**config.mk**
```make
export PLATFORM = sky130hd
export DESIGN_NAME = recovery_top
export DESIGN_NICKNAME = d
export VERILOG_FILES = /design/src/source/recovery_cmd_pkg.sv /design/src/source/recovery_reg_pkg.sv /design/src/source/recovery_apb_port.sv /design/src/source/recovery_cmd_executor.sv /design/src/source/recovery_reg_arbiter.sv /design/src/source/recovery_reg_bank.sv /design/src/source/recovery_top.sv
export VERILOG_INCLUDE_DIRS = /design/src /design/src/include
export SDC_FILE = /design/constraint.sdc
export NUM_CORES = 1
export LEC_CHECK = 0
export ABC_AREA = 1
export BUFFER_PORTS_ARGS = -buffer_cell sky130_fd_sc_hd__buf_2
export CORE_MARGIN = 2
export CORE_UTILIZATION = 35
export CTS_BUF_LIST = sky130_fd_sc_hd__clkbuf_4 sky130_fd_sc_hd__clkbuf_8 sky130_fd_sc_hd__clkbuf_16
export DETAILED_ROUTE_END_ITERATION = 12
export PLACE_DENSITY = 0.52
export SYNTH_ARGS = -nofsm -noshare
export SYNTH_HDL_FRONTEND = slang
export SYNTH_HIERARCHICAL = 1
export SYNTH_SLANG_ARGS = --single-unit
```
**constraint.sdc**
```tcl
create_clock -name clk_i -period 5.9 [get_ports clk_i]
set_input_delay 0.59 -clock clk_i [delete_from_list [all_inputs] [get_ports clk_i]]
set_output_delay 0.59 -clock clk_i [all_outputs]
set_load 0.01 [all_outputs]
```
**src/include/recovery_cfg.svh**
```systemverilog
// Bank geometry and command limits; REC_IDX_W must cover REC_NUM_REGS and data stays 32 bits
`ifndef RECOVERY_CFG_SVH
`define RECOVERY_CFG_SVH

// Register word and write data width
`define REC_DATA_W 32

// Byte count carried by a command
`define REC_LEN_W 16

// Local recovery register bank
`define REC_NUM_REGS 16
`define REC_IDX_W 4

// First opcode that is only legal in recovery mode
`define REC_MODE_ONLY_MIN 40

`endif

```
**src/source/recovery_cmd_pkg.sv**
```systemverilog
// Command protocol types; only opcodes 34 to 40 are defined, indirect FIFO opcodes are not
package recovery_cmd_pkg;

  // Recovery opcodes, 40 and up need recovery mode
  typedef enum logic [7:0] {
    CMD_PROT_CAP        = 8'd34,
    CMD_DEVICE_ID       = 8'd35,
    CMD_DEVICE_STATUS   = 8'd36,
    CMD_DEVICE_RESET    = 8'd37,
    CMD_RECOVERY_CTRL   = 8'd38,
    CMD_RECOVERY_STATUS = 8'd39,
    CMD_HW_STATUS       = 8'd40
  } command_e;

  // Code reported in byte 1 of DEVICE_STATUS_0
  typedef enum logic [7:0] {
    PROTOCOL_OK        = 8'h00,
    PROTOCOL_ERROR_CRC = 8'h04
  } protocol_error_e;

  // Executor FSM
  typedef enum logic [2:0] {
    Idle,
    RegWrite,
    RegRead,
    RespLen,
    RespData,
    StatusWrite,
    Done,
    Error
  } exec_state_e;

endpackage

```
**src/source/recovery_reg_pkg.sv**
```systemverilog
// Register map of the 16-word recovery bank; word order follows the recovery spec blocks
`include "recovery_cfg.svh"

package recovery_reg_pkg;

  // Word index inside the bank
  typedef enum logic [`REC_IDX_W-1:0] {
    REG_PROT_CAP_0        = 4'd0,
    REG_PROT_CAP_1        = 4'd1,
    REG_PROT_CAP_2        = 4'd2,
    REG_PROT_CAP_3        = 4'd3,
    REG_DEVICE_ID_0       = 4'd4,
    REG_DEVICE_ID_1       = 4'd5,
    REG_DEVICE_ID_2       = 4'd6,
    REG_DEVICE_ID_3       = 4'd7,
    REG_DEVICE_ID_4       = 4'd8,
    REG_DEVICE_ID_5       = 4'd9,
    REG_DEVICE_STATUS_0   = 4'd10,
    REG_DEVICE_STATUS_1   = 4'd11,
    REG_DEVICE_RESET      = 4'd12,
    REG_RECOVERY_CTRL     = 4'd13,
    REG_RECOVERY_STATUS   = 4'd14,
    REG_HW_STATUS         = 4'd15
  } reg_idx_e;

  // Who owns the shared register bus
  typedef enum logic {
    REQ_EXEC = 1'b0,
    REQ_SW   = 1'b1
  } requester_e;

endpackage

```
**src/source/recovery_apb_port.sv**
```systemverilog
// APB slave with word addressing and full-word writes; no error response is returned
`timescale 1ns/1ns
`include "recovery_cfg.svh"

module recovery_apb_port (
  input  logic                   clk_i,
  input  logic                   rst_ni,
  input  logic                   psel_i,
  input  logic                   penable_i,
  input  logic                   pwrite_i,
  input  logic [`REC_IDX_W-1:0]  paddr_i,
  input  logic [`REC_DATA_W-1:0] pwdata_i,
  output logic                   pready_o,
  output logic [`REC_DATA_W-1:0] prdata_o,
  output logic                   req_o,
  output logic                   we_o,
  output logic [`REC_IDX_W-1:0]  idx_o,
  output logic [`REC_DATA_W-1:0] wdata_o,
  output logic [3:0]             be_o,
  input  logic                   gnt_i,
  input  logic [`REC_DATA_W-1:0] rdata_i
);

  logic rd_pend_q;

  // Request in the access phase until granted
  assign req_o   = psel_i && penable_i && !rd_pend_q;
  assign we_o    = pwrite_i;
  assign idx_o   = paddr_i;
  assign wdata_o = pwdata_i;
  assign be_o    = 4'b1111;

  // Granted read, data returns next cycle
  always_ff @(posedge clk_i or negedge rst_ni) begin
    if (!rst_ni) begin
      rd_pend_q <= 1'b0;
    end else begin
      rd_pend_q <= req_o && gnt_i && !pwrite_i;
    end
  end

  assign pready_o = (req_o && gnt_i && pwrite_i) || rd_pend_q;
  assign prdata_o = rdata_i;

endmodule

```
**src/source/recovery_cmd_executor.sv**
```systemverilog
// Executes one decoded command at a time; write words past the addressed block are dropped
`timescale 1ns/1ns
`include "recovery_cfg.svh"

module recovery_cmd_executor (
  input  logic                             clk_i,
  input  logic                             rst_ni,
  input  logic                             recovery_mode_i,
  input  logic                             cmd_valid_i,
  input  logic                             cmd_is_rd_i,
  input  recovery_cmd_pkg::command_e       cmd_cmd_i,
  input  logic [`REC_LEN_W-1:0]            cmd_len_i,
  input  logic                             cmd_error_i,
  output logic                             cmd_done_o,
  input  logic                             cmd_data_valid_i,
  input  logic [`REC_DATA_W-1:0]           cmd_data_i,
  output logic                             cmd_data_ready_o,
  output logic                             res_valid_o,
  input  logic                             res_ready_i,
  output logic [`REC_LEN_W-1:0]            res_len_o,
  output logic                             res_dvalid_o,
  input  logic                             res_dready_i,
  output logic [7:0]                       res_data_o,
  output logic                             res_dlast_o,
  output logic                             req_o,
  output logic                             we_o,
  output recovery_reg_pkg::reg_idx_e       idx_o,
  output logic [`REC_DATA_W-1:0]           wdata_o,
  output logic [3:0]                       be_o,
  input  logic                             gnt_i,
  input  logic [`REC_DATA_W-1:0]           rdata_i
);
  import recovery_cmd_pkg::*;
  import recovery_reg_pkg::*;

  exec_state_e state_q, state_d;
  reg_idx_e idx_q, base_d;
  logic [`REC_LEN_W-1:0] blen_q, blen_d, cnt_q, wcnt_d;
  logic [2:0] blk_q;
  logic [1:0] bcnt_q;
  logic [`REC_DATA_W-1:0] word_q;
  logic held_q, pend_q, illegal, data_xfer, byte_xfer;
  protocol_error_e status_q;

  // Block base and length in bytes
  always_comb begin
    case (cmd_cmd_i)
      CMD_PROT_CAP:        begin base_d = REG_PROT_CAP_0;      blen_d = 'd15; end
      CMD_DEVICE_ID:       begin base_d = REG_DEVICE_ID_0;     blen_d = 'd24; end
      CMD_DEVICE_STATUS:   begin base_d = REG_DEVICE_STATUS_0; blen_d = 'd7;  end
      CMD_DEVICE_RESET:    begin base_d = REG_DEVICE_RESET;    blen_d = 'd3;  end
      CMD_RECOVERY_CTRL:   begin base_d = REG_RECOVERY_CTRL;   blen_d = 'd3;  end
      CMD_RECOVERY_STATUS: begin base_d = REG_RECOVERY_STATUS; blen_d = 'd2;  end
      CMD_HW_STATUS:       begin base_d = REG_HW_STATUS;       blen_d = 'd4;  end
      default:             begin base_d = REG_PROT_CAP_0;      blen_d = 'd0;  end
    endcase
  end

  assign illegal = cmd_error_i || (cmd_cmd_i < CMD_PROT_CAP) || (cmd_cmd_i > CMD_HW_STATUS) ||
                   (!recovery_mode_i && (cmd_cmd_i >= `REC_MODE_ONLY_MIN));
  // Length in whole words, rounded up
  assign wcnt_d = {2'b00, cmd_len_i[`REC_LEN_W-1:2]} + {{(`REC_LEN_W-1){1'b0}}, |cmd_len_i[1:0]};
  assign data_xfer = cmd_data_valid_i && cmd_data_ready_o;
  assign byte_xfer = res_dvalid_o && res_dready_i;

  always_comb begin
    state_d = state_q;
    case (state_q)
      Idle: begin
        if (cmd_valid_i) begin
          if (illegal) state_d = Error;
          else if (cmd_is_rd_i) state_d = RespLen;
          else if (wcnt_d == '0) state_d = StatusWrite;
          else state_d = RegWrite;
        end
      end
      RegWrite: begin
        if ((cnt_q == 'd1) && ((held_q && gnt_i) || (data_xfer && blk_q == '0))) begin
          state_d = StatusWrite;
        end
      end
      RespLen:     if (res_ready_i) state_d = RegRead;
      RegRead:     if (gnt_i) state_d = RespData;
      RespData: begin
        if (byte_xfer && cnt_q == 'd1) state_d = StatusWrite;
        else if (byte_xfer && bcnt_q == 2'd3) state_d = RegRead;
      end
      StatusWrite: if (gnt_i) state_d = Done;
      Error:       state_d = StatusWrite;
      default:     state_d = Idle;
    endcase
  end

  always_ff @(posedge clk_i or negedge rst_ni) begin
    if (!rst_ni) begin
      state_q  <= Idle;
      idx_q    <= REG_PROT_CAP_0;
      blen_q   <= '0;
      cnt_q    <= '0;
      blk_q    <= '0;
      bcnt_q   <= '0;
      held_q   <= 1'b0;
      pend_q   <= 1'b0;
      status_q <= PROTOCOL_OK;
    end else begin
      state_q <= state_d;
      case (state_q)
        Idle: begin
          if (cmd_valid_i) begin
            idx_q    <= base_d;
            blen_q   <= blen_d;
            blk_q    <= 3'((blen_d + 'd3) >> 2);
            cnt_q    <= cmd_is_rd_i ? blen_d : wcnt_d;
            bcnt_q   <= '0;
            status_q <= cmd_error_i ? PROTOCOL_ERROR_CRC : PROTOCOL_OK;
          end
        end
        RegWrite: begin
          // Word outside the block is counted and dropped
          if (data_xfer && blk_q != '0) begin
            held_q <= 1'b1;
          end else if (data_xfer) begin
            cnt_q <= cnt_q - 'd1;
          end else if (held_q && gnt_i) begin
            held_q <= 1'b0;
            blk_q  <= blk_q - 3'd1;
            idx_q  <= reg_idx_e'(idx_q + 1'b1);
            cnt_q  <= cnt_q - 'd1;
          end
        end
        RegRead: if (gnt_i) pend_q <= 1'b1;
        RespData: begin
          if (pend_q) begin
            pend_q <= 1'b0;
          end else if (byte_xfer) begin
            cnt_q  <= cnt_q - 'd1;
            bcnt_q <= bcnt_q + 2'd1;
            if (bcnt_q == 2'd3) idx_q <= reg_idx_e'(idx_q + 1'b1);
          end
        end
        default: ;
      endcase
    end
  end

  // Write word from the data port, or read word from the bank
  always_ff @(posedge clk_i) begin
    if (data_xfer) word_q <= cmd_data_i;
    else if (state_q == RespData && pend_q) word_q <= rdata_i;
  end

  assign cmd_done_o       = (state_q == Done);
  assign cmd_data_ready_o = (state_q == RegWrite) && !held_q;
  assign res_valid_o      = (state_q == RespLen);
  assign res_len_o        = blen_q;
  assign res_dvalid_o     = (state_q == RespData) && !pend_q;
  assign res_data_o       = word_q[8*bcnt_q +: 8];
  assign res_dlast_o      = res_dvalid_o && (cnt_q == 'd1);

  // Bus request, status goes to byte 1 of DEVICE_STATUS_0
  assign req_o   = (state_q == RegWrite && held_q) || (state_q == RegRead) ||
                   (state_q == StatusWrite);
  assign we_o    = (state_q != RegRead);
  assign idx_o   = (state_q == StatusWrite) ? REG_DEVICE_STATUS_0 : idx_q;
  assign wdata_o = (state_q == StatusWrite) ?
                   {{(`REC_DATA_W-16){1'b0}}, status_q, 8'h00} : word_q;
  assign be_o    = (state_q == StatusWrite) ? 4'b0010 : 4'b1111;

endmodule

```
**src/source/recovery_reg_arbiter.sv**
```systemverilog
// Fixed priority, executor first; a requester must hold its request until granted
`timescale 1ns/1ns
`include "recovery_cfg.svh"

module recovery_reg_arbiter (
  input  logic                         clk_i,
  input  logic                         rst_ni,
  input  logic                         exec_req_i,
  input  logic                         exec_we_i,
  input  logic [`REC_IDX_W-1:0]        exec_idx_i,
  input  logic [`REC_DATA_W-1:0]       exec_wdata_i,
  input  logic [3:0]                   exec_be_i,
  output logic                         exec_gnt_o,
  output logic [`REC_DATA_W-1:0]       exec_rdata_o,
  input  logic                         sw_req_i,
  input  logic                         sw_we_i,
  input  logic [`REC_IDX_W-1:0]        sw_idx_i,
  input  logic [`REC_DATA_W-1:0]       sw_wdata_i,
  input  logic [3:0]                   sw_be_i,
  output logic                         sw_gnt_o,
  output logic [`REC_DATA_W-1:0]       sw_rdata_o,
  output logic                         bus_req_o,
  output logic                         bus_we_o,
  output logic [`REC_IDX_W-1:0]        bus_idx_o,
  output logic [`REC_DATA_W-1:0]       bus_wdata_o,
  output logic [3:0]                   bus_be_o,
  output recovery_reg_pkg::requester_e bus_owner_o,
  input  logic [`REC_DATA_W-1:0]       bus_rdata_i
);
  import recovery_reg_pkg::*;

  requester_e rd_owner_q;

  assign exec_gnt_o  = exec_req_i;
  assign sw_gnt_o    = sw_req_i && !exec_req_i;
  assign bus_owner_o = exec_req_i ? REQ_EXEC : REQ_SW;

  assign bus_req_o   = exec_req_i || sw_req_i;
  assign bus_we_o    = exec_req_i ? exec_we_i    : sw_we_i;
  assign bus_idx_o   = exec_req_i ? exec_idx_i   : sw_idx_i;
  assign bus_wdata_o = exec_req_i ? exec_wdata_i : sw_wdata_i;
  assign bus_be_o    = exec_req_i ? exec_be_i    : sw_be_i;

  // Remember who issued the read so the data goes back to it
  always_ff @(posedge clk_i or negedge rst_ni) begin
    if (!rst_ni) begin
      rd_owner_q <= REQ_EXEC;
    end else if (bus_req_o && !bus_we_o) begin
      rd_owner_q <= bus_owner_o;
    end
  end

  assign exec_rdata_o = (rd_owner_q == REQ_EXEC) ? bus_rdata_i : '0;
  assign sw_rdata_o   = (rd_owner_q == REQ_SW)   ? bus_rdata_i : '0;

endmodule

```
**src/source/recovery_reg_bank.sv**
```systemverilog
// Register bank clears to zero on reset; executor writes outside its allowed fields are dropped
`timescale 1ns/1ns
`include "recovery_cfg.svh"

module recovery_reg_bank (
  input  logic                         clk_i,
  input  logic                         rst_ni,
  input  logic                         bus_req_i,
  input  logic                         bus_we_i,
  input  logic [`REC_IDX_W-1:0]        bus_idx_i,
  input  logic [`REC_DATA_W-1:0]       bus_wdata_i,
  input  logic [3:0]                   bus_be_i,
  input  recovery_reg_pkg::requester_e bus_owner_i,
  output logic [`REC_DATA_W-1:0]       bus_rdata_o,
  output logic                         image_activated_o
);
  import recovery_reg_pkg::*;

  logic [`REC_DATA_W-1:0] regs_q [`REC_NUM_REGS];
  logic [3:0] wr_be;

  // Byte enables after the write permission check
  always_comb begin
    wr_be = '0;
    if (bus_req_i && bus_we_i) begin
      if (bus_owner_i == REQ_SW) begin
        wr_be = bus_be_i;
      end else if (bus_idx_i == REG_DEVICE_RESET || bus_idx_i == REG_RECOVERY_CTRL) begin
        wr_be = bus_be_i;
      end else if (bus_idx_i == REG_DEVICE_STATUS_0) begin
        // Protocol error byte only
        wr_be = bus_be_i & 4'b0010;
      end
    end
  end

  always_ff @(posedge clk_i or negedge rst_ni) begin
    if (!rst_ni) begin
      for (int i = 0; i < `REC_NUM_REGS; i++) begin
        regs_q[i] <= '0;
      end
    end else begin
      for (int b = 0; b < 4; b++) begin
        if (wr_be[b]) begin
          regs_q[bus_idx_i][8*b +: 8] <= bus_wdata_i[8*b +: 8];
        end
      end
    end
  end

  // Read data lands one cycle after the granted read
  always_ff @(posedge clk_i) begin
    if (bus_req_i && !bus_we_i) begin
      bus_rdata_o <= regs_q[bus_idx_i];
    end
  end

  // ACTIVATE_REC_IMG lives in byte 2 of RECOVERY_CTRL
  assign image_activated_o = (regs_q[REG_RECOVERY_CTRL][23:16] == 8'h0F);

endmodule

```
**src/source/recovery_top.sv**
```systemverilog
// Recovery target top; executor and APB software share the bank, executor has bus priority
`timescale 1ns/1ns
`include "recovery_cfg.svh"

module recovery_top (
  input  logic                       clk_i,
  input  logic                       rst_ni,
  input  logic                       recovery_mode_i,
  input  logic                       cmd_valid_i,
  input  logic                       cmd_is_rd_i,
  input  recovery_cmd_pkg::command_e cmd_cmd_i,
  input  logic [`REC_LEN_W-1:0]      cmd_len_i,
  input  logic                       cmd_error_i,
  output logic                       cmd_done_o,
  input  logic                       cmd_data_valid_i,
  input  logic [`REC_DATA_W-1:0]     cmd_data_i,
  output logic                       cmd_data_ready_o,
  output logic                       res_valid_o,
  input  logic                       res_ready_i,
  output logic [`REC_LEN_W-1:0]      res_len_o,
  output logic                       res_dvalid_o,
  input  logic                       res_dready_i,
  output logic [7:0]                 res_data_o,
  output logic                       res_dlast_o,
  input  logic                       psel_i,
  input  logic                       penable_i,
  input  logic                       pwrite_i,
  input  logic [`REC_IDX_W-1:0]      paddr_i,
  input  logic [`REC_DATA_W-1:0]     pwdata_i,
  output logic                       pready_o,
  output logic [`REC_DATA_W-1:0]     prdata_o,
  output logic                       image_activated_o
);
  import recovery_reg_pkg::*;

  logic exec_req, exec_we, exec_gnt, sw_req, sw_we, sw_gnt, bus_req, bus_we;
  logic [`REC_IDX_W-1:0] exec_idx, sw_idx, bus_idx;
  logic [`REC_DATA_W-1:0] exec_wdata, exec_rdata, sw_wdata, sw_rdata;
  logic [`REC_DATA_W-1:0] bus_wdata, bus_rdata;
  logic [3:0] exec_be, sw_be, bus_be;
  requester_e bus_owner;

  recovery_cmd_executor u_executor (
    .clk_i, .rst_ni, .recovery_mode_i,
    .cmd_valid_i, .cmd_is_rd_i, .cmd_cmd_i, .cmd_len_i, .cmd_error_i, .cmd_done_o,
    .cmd_data_valid_i, .cmd_data_i, .cmd_data_ready_o,
    .res_valid_o, .res_ready_i, .res_len_o,
    .res_dvalid_o, .res_dready_i, .res_data_o, .res_dlast_o,
    .req_o(exec_req), .we_o(exec_we), .idx_o(exec_idx), .wdata_o(exec_wdata),
    .be_o(exec_be), .gnt_i(exec_gnt), .rdata_i(exec_rdata)
  );

  recovery_apb_port u_apb_port (
    .clk_i, .rst_ni, .psel_i, .penable_i, .pwrite_i, .paddr_i, .pwdata_i,
    .pready_o, .prdata_o,
    .req_o(sw_req), .we_o(sw_we), .idx_o(sw_idx), .wdata_o(sw_wdata),
    .be_o(sw_be), .gnt_i(sw_gnt), .rdata_i(sw_rdata)
  );

  recovery_reg_arbiter u_arbiter (
    .clk_i, .rst_ni,
    .exec_req_i(exec_req), .exec_we_i(exec_we), .exec_idx_i(exec_idx),
    .exec_wdata_i(exec_wdata), .exec_be_i(exec_be),
    .exec_gnt_o(exec_gnt), .exec_rdata_o(exec_rdata),
    .sw_req_i(sw_req), .sw_we_i(sw_we), .sw_idx_i(sw_idx),
    .sw_wdata_i(sw_wdata), .sw_be_i(sw_be),
    .sw_gnt_o(sw_gnt), .sw_rdata_o(sw_rdata),
    .bus_req_o(bus_req), .bus_we_o(bus_we), .bus_idx_o(bus_idx),
    .bus_wdata_o(bus_wdata), .bus_be_o(bus_be), .bus_owner_o(bus_owner),
    .bus_rdata_i(bus_rdata)
  );

  recovery_reg_bank u_bank (
    .clk_i, .rst_ni,
    .bus_req_i(bus_req), .bus_we_i(bus_we), .bus_idx_i(bus_idx),
    .bus_wdata_i(bus_wdata), .bus_be_i(bus_be), .bus_owner_i(bus_owner),
    .bus_rdata_o(bus_rdata), .image_activated_o
  );

endmodule

```
# [Yosys cells after proc, flatten, opt, wreduce, memory -nomap -nowiden]
# Cells that the tools add are included.
[totals] ff_bits=632 output_inout_bits=63 wordCells=215
[op_classes] n_addsub=6 order_cmp=5 n_eq_ne=35 shift=1 mux=79 bitwise_logic=1 reduce_logical=59
[op_table] cell="$bwmux W512" count=4
[op_table] cell="$mux W512" count=4
[op_table] cell="$demux W32 S4" count=4
[op_table] cell="$mux W32" count=9
[op_table] cell="$bmux W32 S4" count=1
[op_table] cell="$mux W16" count=8
[op_table] cell="$eq A8 B6 Y1 const B" count=7
[op_table] cell="$mux W4" count=14
[op_table] cell="$pmux W16 S3" count=1
[op_table] cell="$mux W3" count=15
[op_table] cell="$shiftx A32 B6 Y8" count=1
[op_table] cell="$pmux W5 S6" count=1
[op_table] cell="$mux W24" count=1
[op_table] cell="$pmux W4 S6" count=1
[op_table] cell="$logic_and A1 B1 Y1" count=23
[op_table] cell="$pmux W3 S7" count=1
[op_table] cell="$eq A16 B1 Y1 const B" count=1
[op_table] cell="$logic_not A16 Y1" count=1
[op_table] cell="$sub A16 B1 Y16 const B" count=1
[op_table] cell="$add A14 B1 Y15" count=1
[op_table] cell="$ne A2 B1 Y1 const B" count=7
[op_table] cell="$eq A3 B3 Y1 const B" count=4
[op_table] cell="$eq A4 B4 Y1 const B" count=3
[op_table] cell="$pmux W4 S3" count=1
[op_table] cell="35 further kinds" count=72

# [Longest topological paths before layout]
# Gate-level depths: netlist of the first run.
[depth] depth_word=18 ltp_mapped=23 mapped_depth_nobuf=18

# [Cells and area by module]
# The synthesis of the first run kept the hierarchy.
[modules_own_cells] mod="recovery_reg_bank" n_inst=1 cells_per_inst=3790 area_per_inst_um2=26693.1
[modules_own_cells] mod="recovery_cmd_executor" n_inst=1 cells_per_inst=719 area_per_inst_um2=4931.0
[modules_own_cells] mod="recovery_reg_arbiter" n_inst=1 cells_per_inst=277 area_per_inst_um2=1163.6
[modules_own_cells] mod="recovery_apb_port" n_inst=1 cells_per_inst=82 area_per_inst_um2=606.8

# [Least setup slack after synthesis of the first run]
# Ideal clock, no wire load.
[synth_path] path_type="register to register" startpoint="reg u_executor.state_q[0]" endpoint="reg u_executor.word_q[0] (enable)" setup_ns=0.466 arrival_time_ns=2.964 setup_slack_ns=2.471 stages_incl_launch_ff=5 n_path_buf=1 path_cell_list="dfrtp_1 -> buf_6 -> nor2_2 -> nand2_2 -> o21ai_0"
[synth_via] elab_chain_cells=4 word_cells_on_any_way=6 classes_between="eq/ne (2); reduce/logical (4)"
[synth_rtl] element="from (decl)" line="recovery_cmd_executor.sv:36" source="exec_state_e state_q, state_d;"
[synth_rtl] element="from (signal assigned)" line="recovery_cmd_executor.sv:96" source="state_q <= Idle;"
[synth_rtl] element="from (signal assigned)" line="recovery_cmd_executor.sv:106" source="state_q <= state_d;"
[synth_rtl] element="$eq A3 B1 Y1" line="recovery_cmd_executor.sv:153" source="assign cmd_data_ready_o = (state_q == RegWrite) && !held_q;"
[synth_rtl] element="$logic_and A1 B1 Y1" line="recovery_cmd_executor.sv:153"
[synth_rtl] element="$logic_and A1 B1 Y1" line="recovery_cmd_executor.sv:63" source="assign data_xfer = cmd_data_valid_i && cmd_data_ready_o;"
[synth_rtl] element="$reduce_bool A2 Y1 (no source line) *"
[synth_rtl] element="to (signal assigned)" line="recovery_cmd_executor.sv:148" source="if (data_xfer) word_q <= cmd_data_i;"
[synth_rtl] element="to (signal assigned)" line="recovery_cmd_executor.sv:149" source="else if (state_q == RespData && pend_q) word_q <= rdata_i;"
[synth_rtl] element="to (decl)" line="recovery_cmd_executor.sv:41" source="logic [`REC_DATA_W-1:0] word_q;"
# Every way passes the cells marked *; elsewhere a longest branch is shown, timed or not.
# A chain may end at the register's enable or synchronous reset.

# [Worst setup path in the final report of the first run]
[layout_path] startpoint="reg u_executor.state_q[2]" endpoint="reg u_bank/regs_q[146] in the netlist's numbering"
[layout_via] elab_chain_cells=17 word_cells_on_any_way=41 classes_between="order compare (2); eq/ne (7); mux (24); bitwise (1); reduce/logical (7)"
[layout_rtl] element="$eq A3 B1 Y1" line="recovery_cmd_executor.sv:161" source="assign req_o = (state_q == RegWrite && held_q) || (state_q == RegRead) ||"
[layout_rtl] element="$logic_and A1 B1 Y1" line="recovery_cmd_executor.sv:161"
[layout_rtl] element="$logic_or A1 B1 Y1" line="recovery_cmd_executor.sv:161"
[layout_rtl] element="$logic_or A1 B1 Y1 *" line="recovery_cmd_executor.sv:161"
[layout_rtl] element="net exec_req" line="recovery_top.sv:36" source="logic exec_req, exec_we, exec_gnt, sw_req, sw_we, sw_gnt, bus_req, bus_we;"
[layout_rtl] element="$mux W4 *" line="recovery_reg_arbiter.sv:40" source="assign bus_idx_o = exec_req_i ? exec_idx_i : sw_idx_i;"
[layout_rtl] element="net bus_idx[0]" line="recovery_top.sv:37" source="logic [`REC_IDX_W-1:0] exec_idx, sw_idx, bus_idx;"
[layout_rtl] element="$eq A4 B4 Y1" line="recovery_reg_bank.sv:28" source="end else if (bus_idx_i == REG_DEVICE_RESET || bus_idx_i == REG_RECOVERY_CTRL) begin"
[layout_rtl] element="(+3 left out)"
[layout_rtl] element="$mux W4" line="recovery_reg_bank.sv:25" source="if (bus_req_i && bus_we_i) begin"
[layout_rtl] element="$mux W512" line="recovery_reg_bank.sv:44" source="if (wr_be[b]) begin"
[layout_rtl] element="$bwmux W512" line="recovery_reg_bank.sv:45" source="regs_q[bus_idx_i][8*b +: 8] <= bus_wdata_i[8*b +: 8];"
[layout_rtl] element="$mux W512" line="recovery_reg_bank.sv:44"
[layout_rtl] element="$bwmux W512" line="recovery_reg_bank.sv:45"
[layout_rtl] element="$mux W512" line="recovery_reg_bank.sv:44"
[layout_rtl] element="$bwmux W512" line="recovery_reg_bank.sv:45"
[layout_rtl] element="$mux W512 *" line="recovery_reg_bank.sv:44"
[layout_rtl] element="to (signal, indexed assignment)" line="recovery_reg_bank.sv:45"
[layout_rtl] element="to (decl)" line="recovery_reg_bank.sv:19" source="logic [`REC_DATA_W-1:0] regs_q [`REC_NUM_REGS];"
# Mark *: on every way through the listed nets, which the timed path passes. The rest lies on a longest branch.

==> results.yml, run 1 <==
setup_path:
  critPathKind: "flop to flop"
  cp.arrival_ps: 5560
  end_kind: "flop"
  required_ps: 6440
  startpoint_type: "flop"
  path_max_fanout: 171
die:
  die_h_um: 312.9
  ioPinCount: 167
  fp.coreArea_um2: 94730
  fp.dieArea_um2: 97900
  initial_core_util_pct: 35.25
  die_x_um: 312.9
  rows: 113
run_status:
  outcome: "finished with violations"
  violations: "hold timing"
drt:
  firstDrtPassIters: 6
  drc: 0
  num_vias: 29980
  wirelength_um: 111600
  drt_iter0_drc: 2853
  final_antenna_net_count: 0
  via_per_inst: 4.913
  wl_per_cell_um: 18.29
timing:
  setup_viol: 0
  final-hold-violation-count: 2
  tightestPinTransition_ps: 1161
  timing.hold.ws_ps: -0.4240
  rsz0062_at_grt: "false"
  min_period_ps: 5011
  max_freq_mhz: 199.6
  setup-tns-final_ps: 0
  finalMaxSlewViolations: 0
  relSlewSlack_pct: 22.44
  skew_ps: 22.40
  timing.final.crit_share_pct: 84.93
final_layout:
  nets: 4892
  final_layout_size_suffix_gt1_share_pct: 7.713
  post-route-util_pct: 38.92
  design_area_um2: 36870
  final_common_cell: "nand2_1"
  final_cell_mix: "nand2_1, dfrtp_1, o21ai_0, inv_1, nand3_1"
  syn_to_final_growth_pct: 10.42
clock_tree:
  clockRootBuffer: "clkbuf_16"
  postCtsSetupBuffers: 0
  path_clk_slew_ps: 60
  tritoncts: "yes"
  worstSkewPairLatency_ps: 620
  cts_hold_buf: 0
  cts_buffer_depth: 3
  cts_max_level: 3
  clock_sinks: 614
  cts_buffers: 72
  cts_resized: 0
synth:
  avgSynthCellArea_um2: 6.860
  synth_ff_type: "dfrtp_1"
  synth-edff-count: 64
  synth_top_area_share_pct: 41.21
  synthTopCellsByArea: "dfrtp_1, nand2_1, edfxtp_1, o21ai_0, inv_1"
  yosysTopAreaCell: "dfrtp_1"
  synth_area_um2: 33390
  synth_cell_type_count: 49
  synth_warnings: 6
  yosys_register_bits: 614
  synthArstFlopShare_pct: 89.58
  yosysSeqAreaShare_pct: 46.97
  syn_inst: 4868
global_route:
  grt_pass1_wl_um: 173100
  antenna_found_initial: 2
  grt_max_degree: 172
  grt_usage_pct: 22.66
  gr-total-overflow: 0
  first_global_vias: 28260
power:
  p_leak_uw: 0.02046
  max-vdd-ir-drop_v: 0.0003932
  power_density_nw_per_um2: 548.2
placed_design:
  portBuffers: 155
  placed_area_um2: 34400
  finalWeightedCongestion: 0.8845
  dp_hpwl_um: 70480
hold_path:
  hold_class: "primary input to asynchronous set/reset pin"
run:
  max-cap-violations: 0
per-layer routing:
| metal | vias to the layer above | routed length, um | global-route usage, % |
|---|---|---|---|
| met5 | - | 0 | 0 |
| met4 | 0 | 2678 | 6.492 |
| met3 | 137 | 7266 | 3.467 |
| met2 | 935 | 48680 | 34.21 |
| met1 | 14190 | 53000 | 33.51 |
| li1 | 14730 | - | - |
per-stage QoR:
step	hold slack (ps)	total power [uW]	std cells	setup slack (ps)
floorplan	294.4	12610	4881	2471
global placement	453.6	15500	5971	1055
detailed placement	458.5	15560	5971	1031
CTS	35.72	20310	6101	1010
global route	52.22	21690	6102	516.3
finish	-0.4240	20210	6103	888.8
area by class of cell:
cell class              instances  area, um^2
fillers                     10130       57860
diodes                          2       5.005
repair buffers                196        1194
flip-flops and latches        614       15690
inverters                     279        1062
well taps                    1265        1583
clock buffers                 112        2260
clock inverters                18       211.5
multi-input cells            3617       14870
logic make-up after synthesis:
group	count (synthesis)	synth area share, %
adder cells (fa/ha/maj)	8	0.2997
AO/OA/AOI/OAI	482	7.538
buffers and inverters	650	8.835
flip-flops	614	46.97
AND/OR/NAND/NOR	3102	36.09
other	3	0.03372
XOR/XNOR	9	0.2361
worst paths after layout:
path	start	to	slack, ps	depth (start not counted)
setup / recovery	u_executor/state_q[2]$_DFFE_PN0P_	u_bank/regs_q[146]$_DFFE_PN0P_	890	15
hold / removal	rst_ni	u_executor/cnt_q[9]$_DFFE_PN0P_	-0.4	1
setup reg to reg	u_executor/state_q[2]$_DFFE_PN0P_	u_bank/regs_q[146]$_DFFE_PN0P_	890	15
hold reg to reg	u_bank/regs_q[399]$_DFFE_PN0P_	u_bank/regs_q[399]$_DFFE_PN0P_	470	2
max in group asynchronous	rst_ni	u_bank/regs_q[410]$_DFFE_PN0P_	4410	2
min in group clk_i	pwrite_i	u_apb_port/rd_pend_q$_DFF_PN0_	160	2
synthesized netlist by cell type, types with 3 or more instances:
| master | n |
|---|---|
| buf_2 | 26 |
| ha_1 | 8 |
| nor2_1 | 170 |
| o21ai_0 | 350 |
| nor3_1 | 10 |
| nand2_1 | 2713 |
| nand3_1 | 178 |
| edfxtp_1 | 64 |
| a21oi_1 | 11 |
| nand4_1 | 10 |
| buf_1 | 37 |
| a31oi_1 | 6 |
| o22ai_1 | 12 |
| or2_2 | 3 |
| inv_1 | 265 |
| clkbuf_1 | 195 |
| xor2_1 | 7 |
| nand2_2 | 4 |
| conb_1 | 3 |
| buf_6 | 13 |
| buf_4 | 100 |
| o21ai_1 | 88 |
| dfrtp_1 | 550 |
| inv_2 | 10 |
sequential cells by signal, indices dropped and copies added, names as in the netlist:
name	cells
u_bank/regs_q	512
u_arbiter/rd_owner_q	1
u_apb_port/rd_pend_q	1
u_executor/blk_q	3
u_bank/bus_rdata_o	32
u_executor/status_q	1
u_executor/cnt_q	16
u_executor/word_q	32
u_executor/idx_q	4
u_executor/state_q	3
u_executor/bcnt_q	2
u_executor/res_len_o	5
u_executor/pend_q	1
u_executor/held_q	1
power by group:
| group | leakage, uW | total [uW] | internal [uW] | switching (uW) |
|---|---|---|---|---|
| Sequential | 0.00799 | 6830 | 5880 | 950 |
| Clock | 0.00125 | 4670 | 2820 | 1860 |
| Combinational | 0.0112 | 8720 | 2060 | 6660 |
| Total | 0.0205 | 20200 | 10800 | 9460 |
worst max-delay path: stages, from the launching register on:
cell and delay (ps):
dfrtp_1 510, inv_2 160, nand3_4 160, inv_2 230
nand2_1 110, nand2_2 110, buf_4 430, nand2_1 180
nand2_4 150, buf_12 670, nand2_1 240, nor2_1 610
inv_1 530, nor2_1 560, nand2_1 90, nand2_1 120
No activity file was read; power rests on OpenSTA's default activity.
==> run 2: changes to the inputs <==
- PLACE_DENSITY: 0.52 -> 0.54
- clock period: 5.9 -> 4.45 ns (I/O delays scaled with it)
==> run 2 against run 1 <==
  * The flow now finishes without violations
  * Clock power grew 28%
  * Via count grew 0.45%
  * Cell count grew 0.43%
  * Final area grew 0.37%
  * Register-to-register slack lost 540 ps
  * Utilization grew 0.15 points
  * Critical path depth is the same
  * Flip-flop and latch count is the same
  * Wire length shrank 1.5%
  * Maximum frequency grew 22%
  * Global-route usage shrank 0.47 points
  * Count of clock-buffer cells in the layout grew 3
  * Largest cell class unchanged
==> results.yml, run 2 (synthesis gave the netlist of run 1 again) <==
placed_design:
  portBuffers: 155
  place_ws_ps: 378.0
  dp_hpwl_um: 70830
  finalWeightedCongestion: 0.8798
setup_path:
  crit_path_top_delay_cell: "dfrtp_1"
  cp_num_buf_inv: 4
  required_ps: 4990
  r2r-start: "u_executor/state_q[2]$_DFFE_PN0P_"
  crit_path_cell_trace: "inv_2 > nand3_4 > inv_2 > nand2_1 > nand2_2 > buf_4 > nor2_1 > a21oi_1 > nand2_1 > nor2_1 > nand2_4 > buf_4 > nor2_1 > nand2_1 > nand2_1"
  startpoint: "u_executor/state_q[2]$_DFFE_PN0P_"
  startpoint_type: "flop"
  end_kind: "flop"
  cp.arrival_ps: 4650
  critPathKind: "flop to flop"
  cp_common_cell: "nand2_1"
  critPathMaxStageDelay_ps: 510
  path_max_fanout: 35
  cp_top_family: "simple AND/OR/NAND/NOR gates"
drt:
  drt_iter0_drc: 3114
  via_per_inst: 4.914
  wl_per_cell_um: 17.95
  firstDrtPassIters: 5
  wirelength_um: 110000
  final_antenna_net_count: 0
  drc: 0
  num_vias: 30120
timing:
  setup_ws_ps: 345.5
  rsz0062_at_grt: "false"
  max_freq_mhz: 243.6
  final-hold-violation-count: 0
  timing.hold.ws_ps: 59.39
  setup-tns-final_ps: 0
  timing.final.crit_share_pct: 92.24
  tightestPinTransition_ps: 1194
  finalMaxSlewViolations: 0
  setup_viol: 0
  relSlewSlack_pct: 20.19
  min_period_ps: 4105
  skew_ps: 27.02
global_route:
  grt_pass1_wl_um: 171000
  first_global_vias: 28160
  grt_usage_pct: 22.19
  gr-total-overflow: 0
  grt_max_degree: 167
  antenna_found_initial: 0
die:
  die_x_um: 312.9
  fp.dieArea_um2: 97900
  ioPinCount: 167
  fp.coreArea_um2: 94730
  rows: 113
  initial_core_util_pct: 35.25
  die_h_um: 312.9
hold_path:
  min_from: "pwrite_i"
  hold_class: "primary input to flop"
power:
  power_density_nw_per_um2: 720.5
  p_leak_uw: 0.02057
  max-vdd-ir-drop_v: 0.0005193
run_status:
  outcome: "completed"
clock_tree:
  cts_buffers: 70
  worstSkewPairLatency_ps: 640
  cts_buffer_depth: 3
  path_clk_slew_ps: 60
  clockRootBuffer: "clkbuf_16"
  cts_max_level: 3
  clock_sinks: 614
  tritoncts: "yes"
final_layout:
  final_layout_size_suffix_gt1_share_pct: 8.306
  nets: 4918
  final_cell_mix: "nand2_1, dfrtp_1, o21ai_0, inv_1, nand3_1"
  final_common_cell: "nand2_1"
  syn_to_final_growth_pct: 10.83
  antenna_cells: 0
  regMostFlops: "u_bank/regs_q"
  nFillCells: 10170
  reg.largest.list: "u_bank/regs_q x512, u_bank/bus_rdata_o x32, u_executor/word_q x32"
  largest_register_ffs: 512
run:
  max-cap-violations: 0
==> run 2: cell types whose count changed in the layout (fill, tap and decap cells not counted), moves of 2 or more <==
| cell | change |
|---|---|
| nor2_2 | +3 |
| clkbuf_4 | +6 |
| inv_6 | +2 |
| clkbuf_16 | -2 |
| bufinv_16 | -2 |
| nor2_1 | -2 |
| buf_4 | +26 |
| diode_2 | -2 |
==> run 2: worst register-to-register path: stages (launching register included) <==
cell and delay [ps]:
dfrtp_1 510, inv_2 160, nand3_4 160, inv_2 230
nand2_1 90, nand2_2 200, buf_4 370, nor2_1 120
a21oi_1 290, nand2_1 170, nor2_1 370, nand2_4 290
buf_4 370, nor2_1 510, nand2_1 100, nand2_1 110
==> run 2: worst paths after layout <==
check                           slack (ps)                          endpoint  cells past startpoint
worst max-delay path                   350    u_bank/regs_q[338]$_DFFE_PN0P_                     15
worst min-delay path                    60    u_apb_port/rd_pend_q$_DFF_PN0_                      2
worst max register to register         350    u_bank/regs_q[338]$_DFFE_PN0P_                     15
worst min register to register         470    u_bank/regs_q[107]$_DFFE_PN0P_                      2
max in group asynchronous             2800    u_bank/regs_q[275]$_DFFE_PN0P_                      3
min in group asynchronous              430  u_executor/cnt_q[10]$_DFFE_PN0P_                      2
==> run 2: cell type report <==
class	instances	area (um^2)	share of cell area (%)
timing repair buffer	224	1419	3.834
sequential	614	15690	42.38
clock inverter	15	142.6	0.3854
multi-input combinational	3617	14880	40.20
tap	1265	1583	4.277
clock buffer	115	2241	6.055
inverter	279	1062	2.870
==> run 2: what timing repair did <==
item,4_1_cts,5_1_grt
hold endpoints to repair,70,0
endpoints found under the setup margin,0,21
hold buffers,1,0
gates resized for setup,0,3
setup buffers,0,1
==> run 2: layer usage <==
layer / share of wire [%] / wire length (um) / GRT usage [%] / up-vias
met3: 7.0 / 7648 / 3.871 / 148
met4: 2.4 / 2689 / 6.296 / 0
met2: 44 / 48370 / 34.00 / 984
met1: 47 / 51280 / 32.13 / 14230
li1: - / - / - / 14760
met5: 0 / 0 / 0 / -
==> run 2: per-stage QoR <==
step / cells / power (uW) / util (%) / instance area (um^2)
after floorplan: 4881 / 16720 / - / 33440
after detailed placement: 5997 / 20630 / 36.52 / 34600
after global routing: 6129 / 28590 / 39.07 / 37010
after CTS: 6128 / 26690 / 39.05 / 36990
final: 6129 / 26670 / 39.07 / 37010
after global placement: 5997 / 20540 / 36.52 / 34600
==> run 2: power breakdown <==
group / internal, uW / switching (uW) / total [uW]
Combinational: 2850 / 8720 / 11600
Clock: 3570 / 2430 / 6000
Sequential: 7790 / 1310 / 9100
Total: 14200 / 12500 / 26700
==> run 3: changes to the inputs <==
- CORE_UTILIZATION: 35 -> 34
- HOLD_SLACK_MARGIN: default -> 0.05
- PLACE_DENSITY: 0.54 -> 0.53
- SYNTH_HIERARCHICAL: 1 -> default
==> run 3 against run 2 <==
  * Via count shrank 12%
  * Clock skew fell by 2.2 ps
  * Final area shrank 6.5%
  * Sequential power up 4.7%
  * Maximum frequency is 6.4% higher
  * First-iteration DRC count decreased by 12%
  * Non-clock buffer count shrank 2
  * Largest cell class unchanged
==> results.yml, run 3 <==
run_status:
  outcome: "completed"
drt:
  via_per_inst: 5.035
  drt_iter0_drc: 2736
  wirelength_um: 101700
  firstDrtPassIters: 5
  final_antenna_net_count: 0
  wl_per_cell_um: 19.23
  drc: 0
  num_vias: 26640
die:
  fp.coreArea_um2: 88240
  die_x_um: 302.1
  rows: 109
  ioPinCount: 167
  fp.dieArea_um2: 91290
  initial_core_util_pct: 34.25
  die_h_um: 302.1
timing:
  timing.final.crit_share_pct: 86.72
  setup-tns-final_ps: 0
  final-hold-violation-count: 0
  tightestPinTransition_ps: 1133
  rsz0062_at_grt: "false"
  finalMaxSlewViolations: 0
  skew_ps: 24.82
  timing.hold.ws_ps: 75.13
  max_freq_mhz: 259.1
  min_period_ps: 3859
  relSlewSlack_pct: 23.95
  setup_viol: 0
placed_design:
  portBuffers: 155
  dp_cells: 5158
  finalWeightedCongestion: 0.8824
  placed_area_um2: 32090
  dp_hpwl_um: 62330
power:
  pwr-share-seq_pct: 34.7
  switching_share_pct: 45.31
  intPower_uw: 15040
  total_switching_power_uw: 12460
  power_density_nw_per_um2: 794.4
  pwr-share-comb_pct: 42.5
  p_leak_uw: 0.01727
  power.total_uw: 27500
  power.share.clock_pct: 22.9
  max-vdd-ir-drop_v: 0.0005382
setup_path:
  path_max_fanout: 64
  end_kind: "flop"
  cp_top_family: "simple AND/OR/NAND/NOR gates"
  cp_num_buf_inv: 5
  cp.depth: 15
  critPathMaxStageDelay_ps: 730
  r2r_setup_slack_ps: 590
  crit_path_cell_trace: "inv_2 > nand2_1 > nor2_1 > buf_4 > nand2_1 > nand2_2 > nand3_2 > nand2_2 > inv_2 > nor2_8 > buf_4 > inv_2 > nor2_1 > nand3_4 > o21ai_1"
  startpoint_type: "flop"
  required_ps: 4940
  critPathKind: "flop to flop"
  r2r.worst_path.cells: 15
  crit_path_top_delay_cell: "nand3_4"
  cp.arrival_ps: 4350
  cp_common_cell: "inv_2"
final_layout:
  reg.largest.list: "u_bank.regs_q x512, u_bank.bus_rdata_o x32, u_executor.word_q x32"
  final_cell_mix: "nand2_1, dfrtp_1, o21ai_1, nand3_1, o21ai_0"
  antenna_cells: 0
  nets: 4180
  seq_area_um2: 15690
  regMostFlops: "u_bank.regs_q"
  final_common_cell: "nand2_1"
  largest_register_ffs: 512
  design_area_um2: 34620
  nFillCells: 9231
  multi_input_area_um2: 12910
  instances_no_fill: 5290
  final_layout_size_suffix_gt1_share_pct: 9.745
  syn_to_final_growth_pct: 14.54
clock_tree:
  clock_sinks: 614
  cts_buffers: 71
  clockRootBuffer: "clkbuf_16"
  tritoncts: "yes"
  worstSkewPairLatency_ps: 620
  path_clk_slew_ps: 60
  cts_resized: 0
  cts_max_level: 3
  cts_buffer_depth: 3
synth:
  synth-edff-count: 64
  synth_commonest_cells: "nand2_1, dfrtp_1, o21ai_1, nand3_1, o21ai_0"
  synth_top_area_share_pct: 45.54
  synth_warnings: 0
  yosysMostFrequentCell: "nand2_1"
  synth_cell_type_count: 44
  yosysSeqAreaShare_pct: 51.90
  synth_ff_type: "dfrtp_1"
  synth_area_um2: 30220
  avgSynthCellArea_um2: 7.507
  yosysTopAreaCell: "dfrtp_1"
  yosys_register_bits: 614
  syn_inst: 4026
  synthTopCellsByArea: "dfrtp_1, nand2_1, o21ai_1, edfxtp_1, nand3_1"
  synthArstFlopShare_pct: 89.58
run:
  max-cap-violations: 0
global_route:
  first_global_vias: 24860
  grt_pass1_wl_um: 156400
  grt-busiest-layer: "met2"
  use_met3_pct: 3.261
  grt_max_degree: 138
  met1_usage_pct: 32.56
  grt_usage_pct: 22.26
  met2_usage_pct: 34.80
  gr-total-overflow: 0
  antenna_found_initial: 0
hold_path:
  worstHoldPathCells: 3
  hold_class: "primary input to flop"
run 3: changes by cell type in the layout (fill, tap and decap cells not counted), moves of 6 or more:
cell | previous run | this run
a21oi_1 | 11 | 17
nor2_4 | 4 | 12
nand2_4 | 6 | 0
o21ai_1 | 88 | 396
inv_1 | 264 | 165
o21ai_0 | 349 | 188
nand3_2 | 1 | 10
nand3_1 | 177 | 193
nand4_1 | 10 | 40
nand2_1 | 2708 | 1945
clkbuf_4 | 28 | 9
nor2_1 | 165 | 88
bufinv_16 | 2 | 8
run 3: cells by family (layout without fill, tap and decap cells):
logic type                 Yosys count  after routing  share of synthesized area, %
and+or+nand+nor                   2324           2324                         30.66
AOI/OAI and AO/OA                  637            637                         10.86
DFF                                614            614                         51.90
buffers and inverters              435            524                         6.024
adders and majority gates            8              8                        0.3312
xor gates and xnor gates             6              6                        0.1739
other                                1             11                       0.01241
muxes                                1              1                       0.03726
run 3: worst min-delay path: stages:
cell,delay [ps]
buf_2,100
nand2_1,60
nand2_1,60
run 3: area by class of cell:
cell class                      count  area share (%)
Sequential cell                   614           45.31
Multi-Input combinational cell   2987           37.29
Clock buffer                       98           6.109
Tap cell                         1165           4.211
Timing Repair Buffer              222           4.063
Inverter                          172           1.887
Clock inverter                     32           1.124
run 3: power by group through the flow:
stage / Clock, uW / Combinational [uW] / Sequential (uW)
finish: 6280 / 11700 / 9530
global route: 6650 / 13000 / 9790
CTS: 6390 / 11700 / 9500
detailed placement: 0 / 11600 / 9570
global placement: 0 / 11600 / 9560
floorplan: 0 / 7730 / 9060
run 3: path summary, 6_finish.rpt:
| check | startpoint | endpoint |
|---|---|---|
| max | u_executor.state_q[1]$_DFFE_PN0P_ | u_bank.regs_q[46]$_DFFE_PN0P_ |
| min | cmd_error_i | u_executor.status_q[2]$_DFFE_PN0P_ |
| max reg2reg | u_executor.state_q[1]$_DFFE_PN0P_ | u_bank.regs_q[46]$_DFFE_PN0P_ |
| min reg2reg | u_bank.regs_q[399]$_DFFE_PN0P_ | u_bank.regs_q[399]$_DFFE_PN0P_ |
| max in group asynchronous | rst_ni | u_bank.regs_q[339]$_DFFE_PN0P_ |
| min in group asynchronous | rst_ni | u_executor.cnt_q[4]$_DFFE_PN0P_ |
run 3: stage by stage:
step / util [%] / worst slack (ps)
after CTS: 39.23 / 631.6
after global routing: 39.23 / 378.3
final: 39.23 / 591.0
after global placement: 36.37 / 776.7
after detailed placement: 36.37 / 670.6
after floorplan: - / 1422
run 3: repair_timing:
item	in CTS	in global routing
endpoints found under the hold margin	94	0
hold buffers	2	0
setup buffers	0	0
run 3: layer usage:
metal | share of wire [%] | wire length (um)
met5 | 0 | 0
met4 | 1.8 | 1812
met3 | 6.3 | 6369
met2 | 45 | 45440
met1 | 47 | 48090
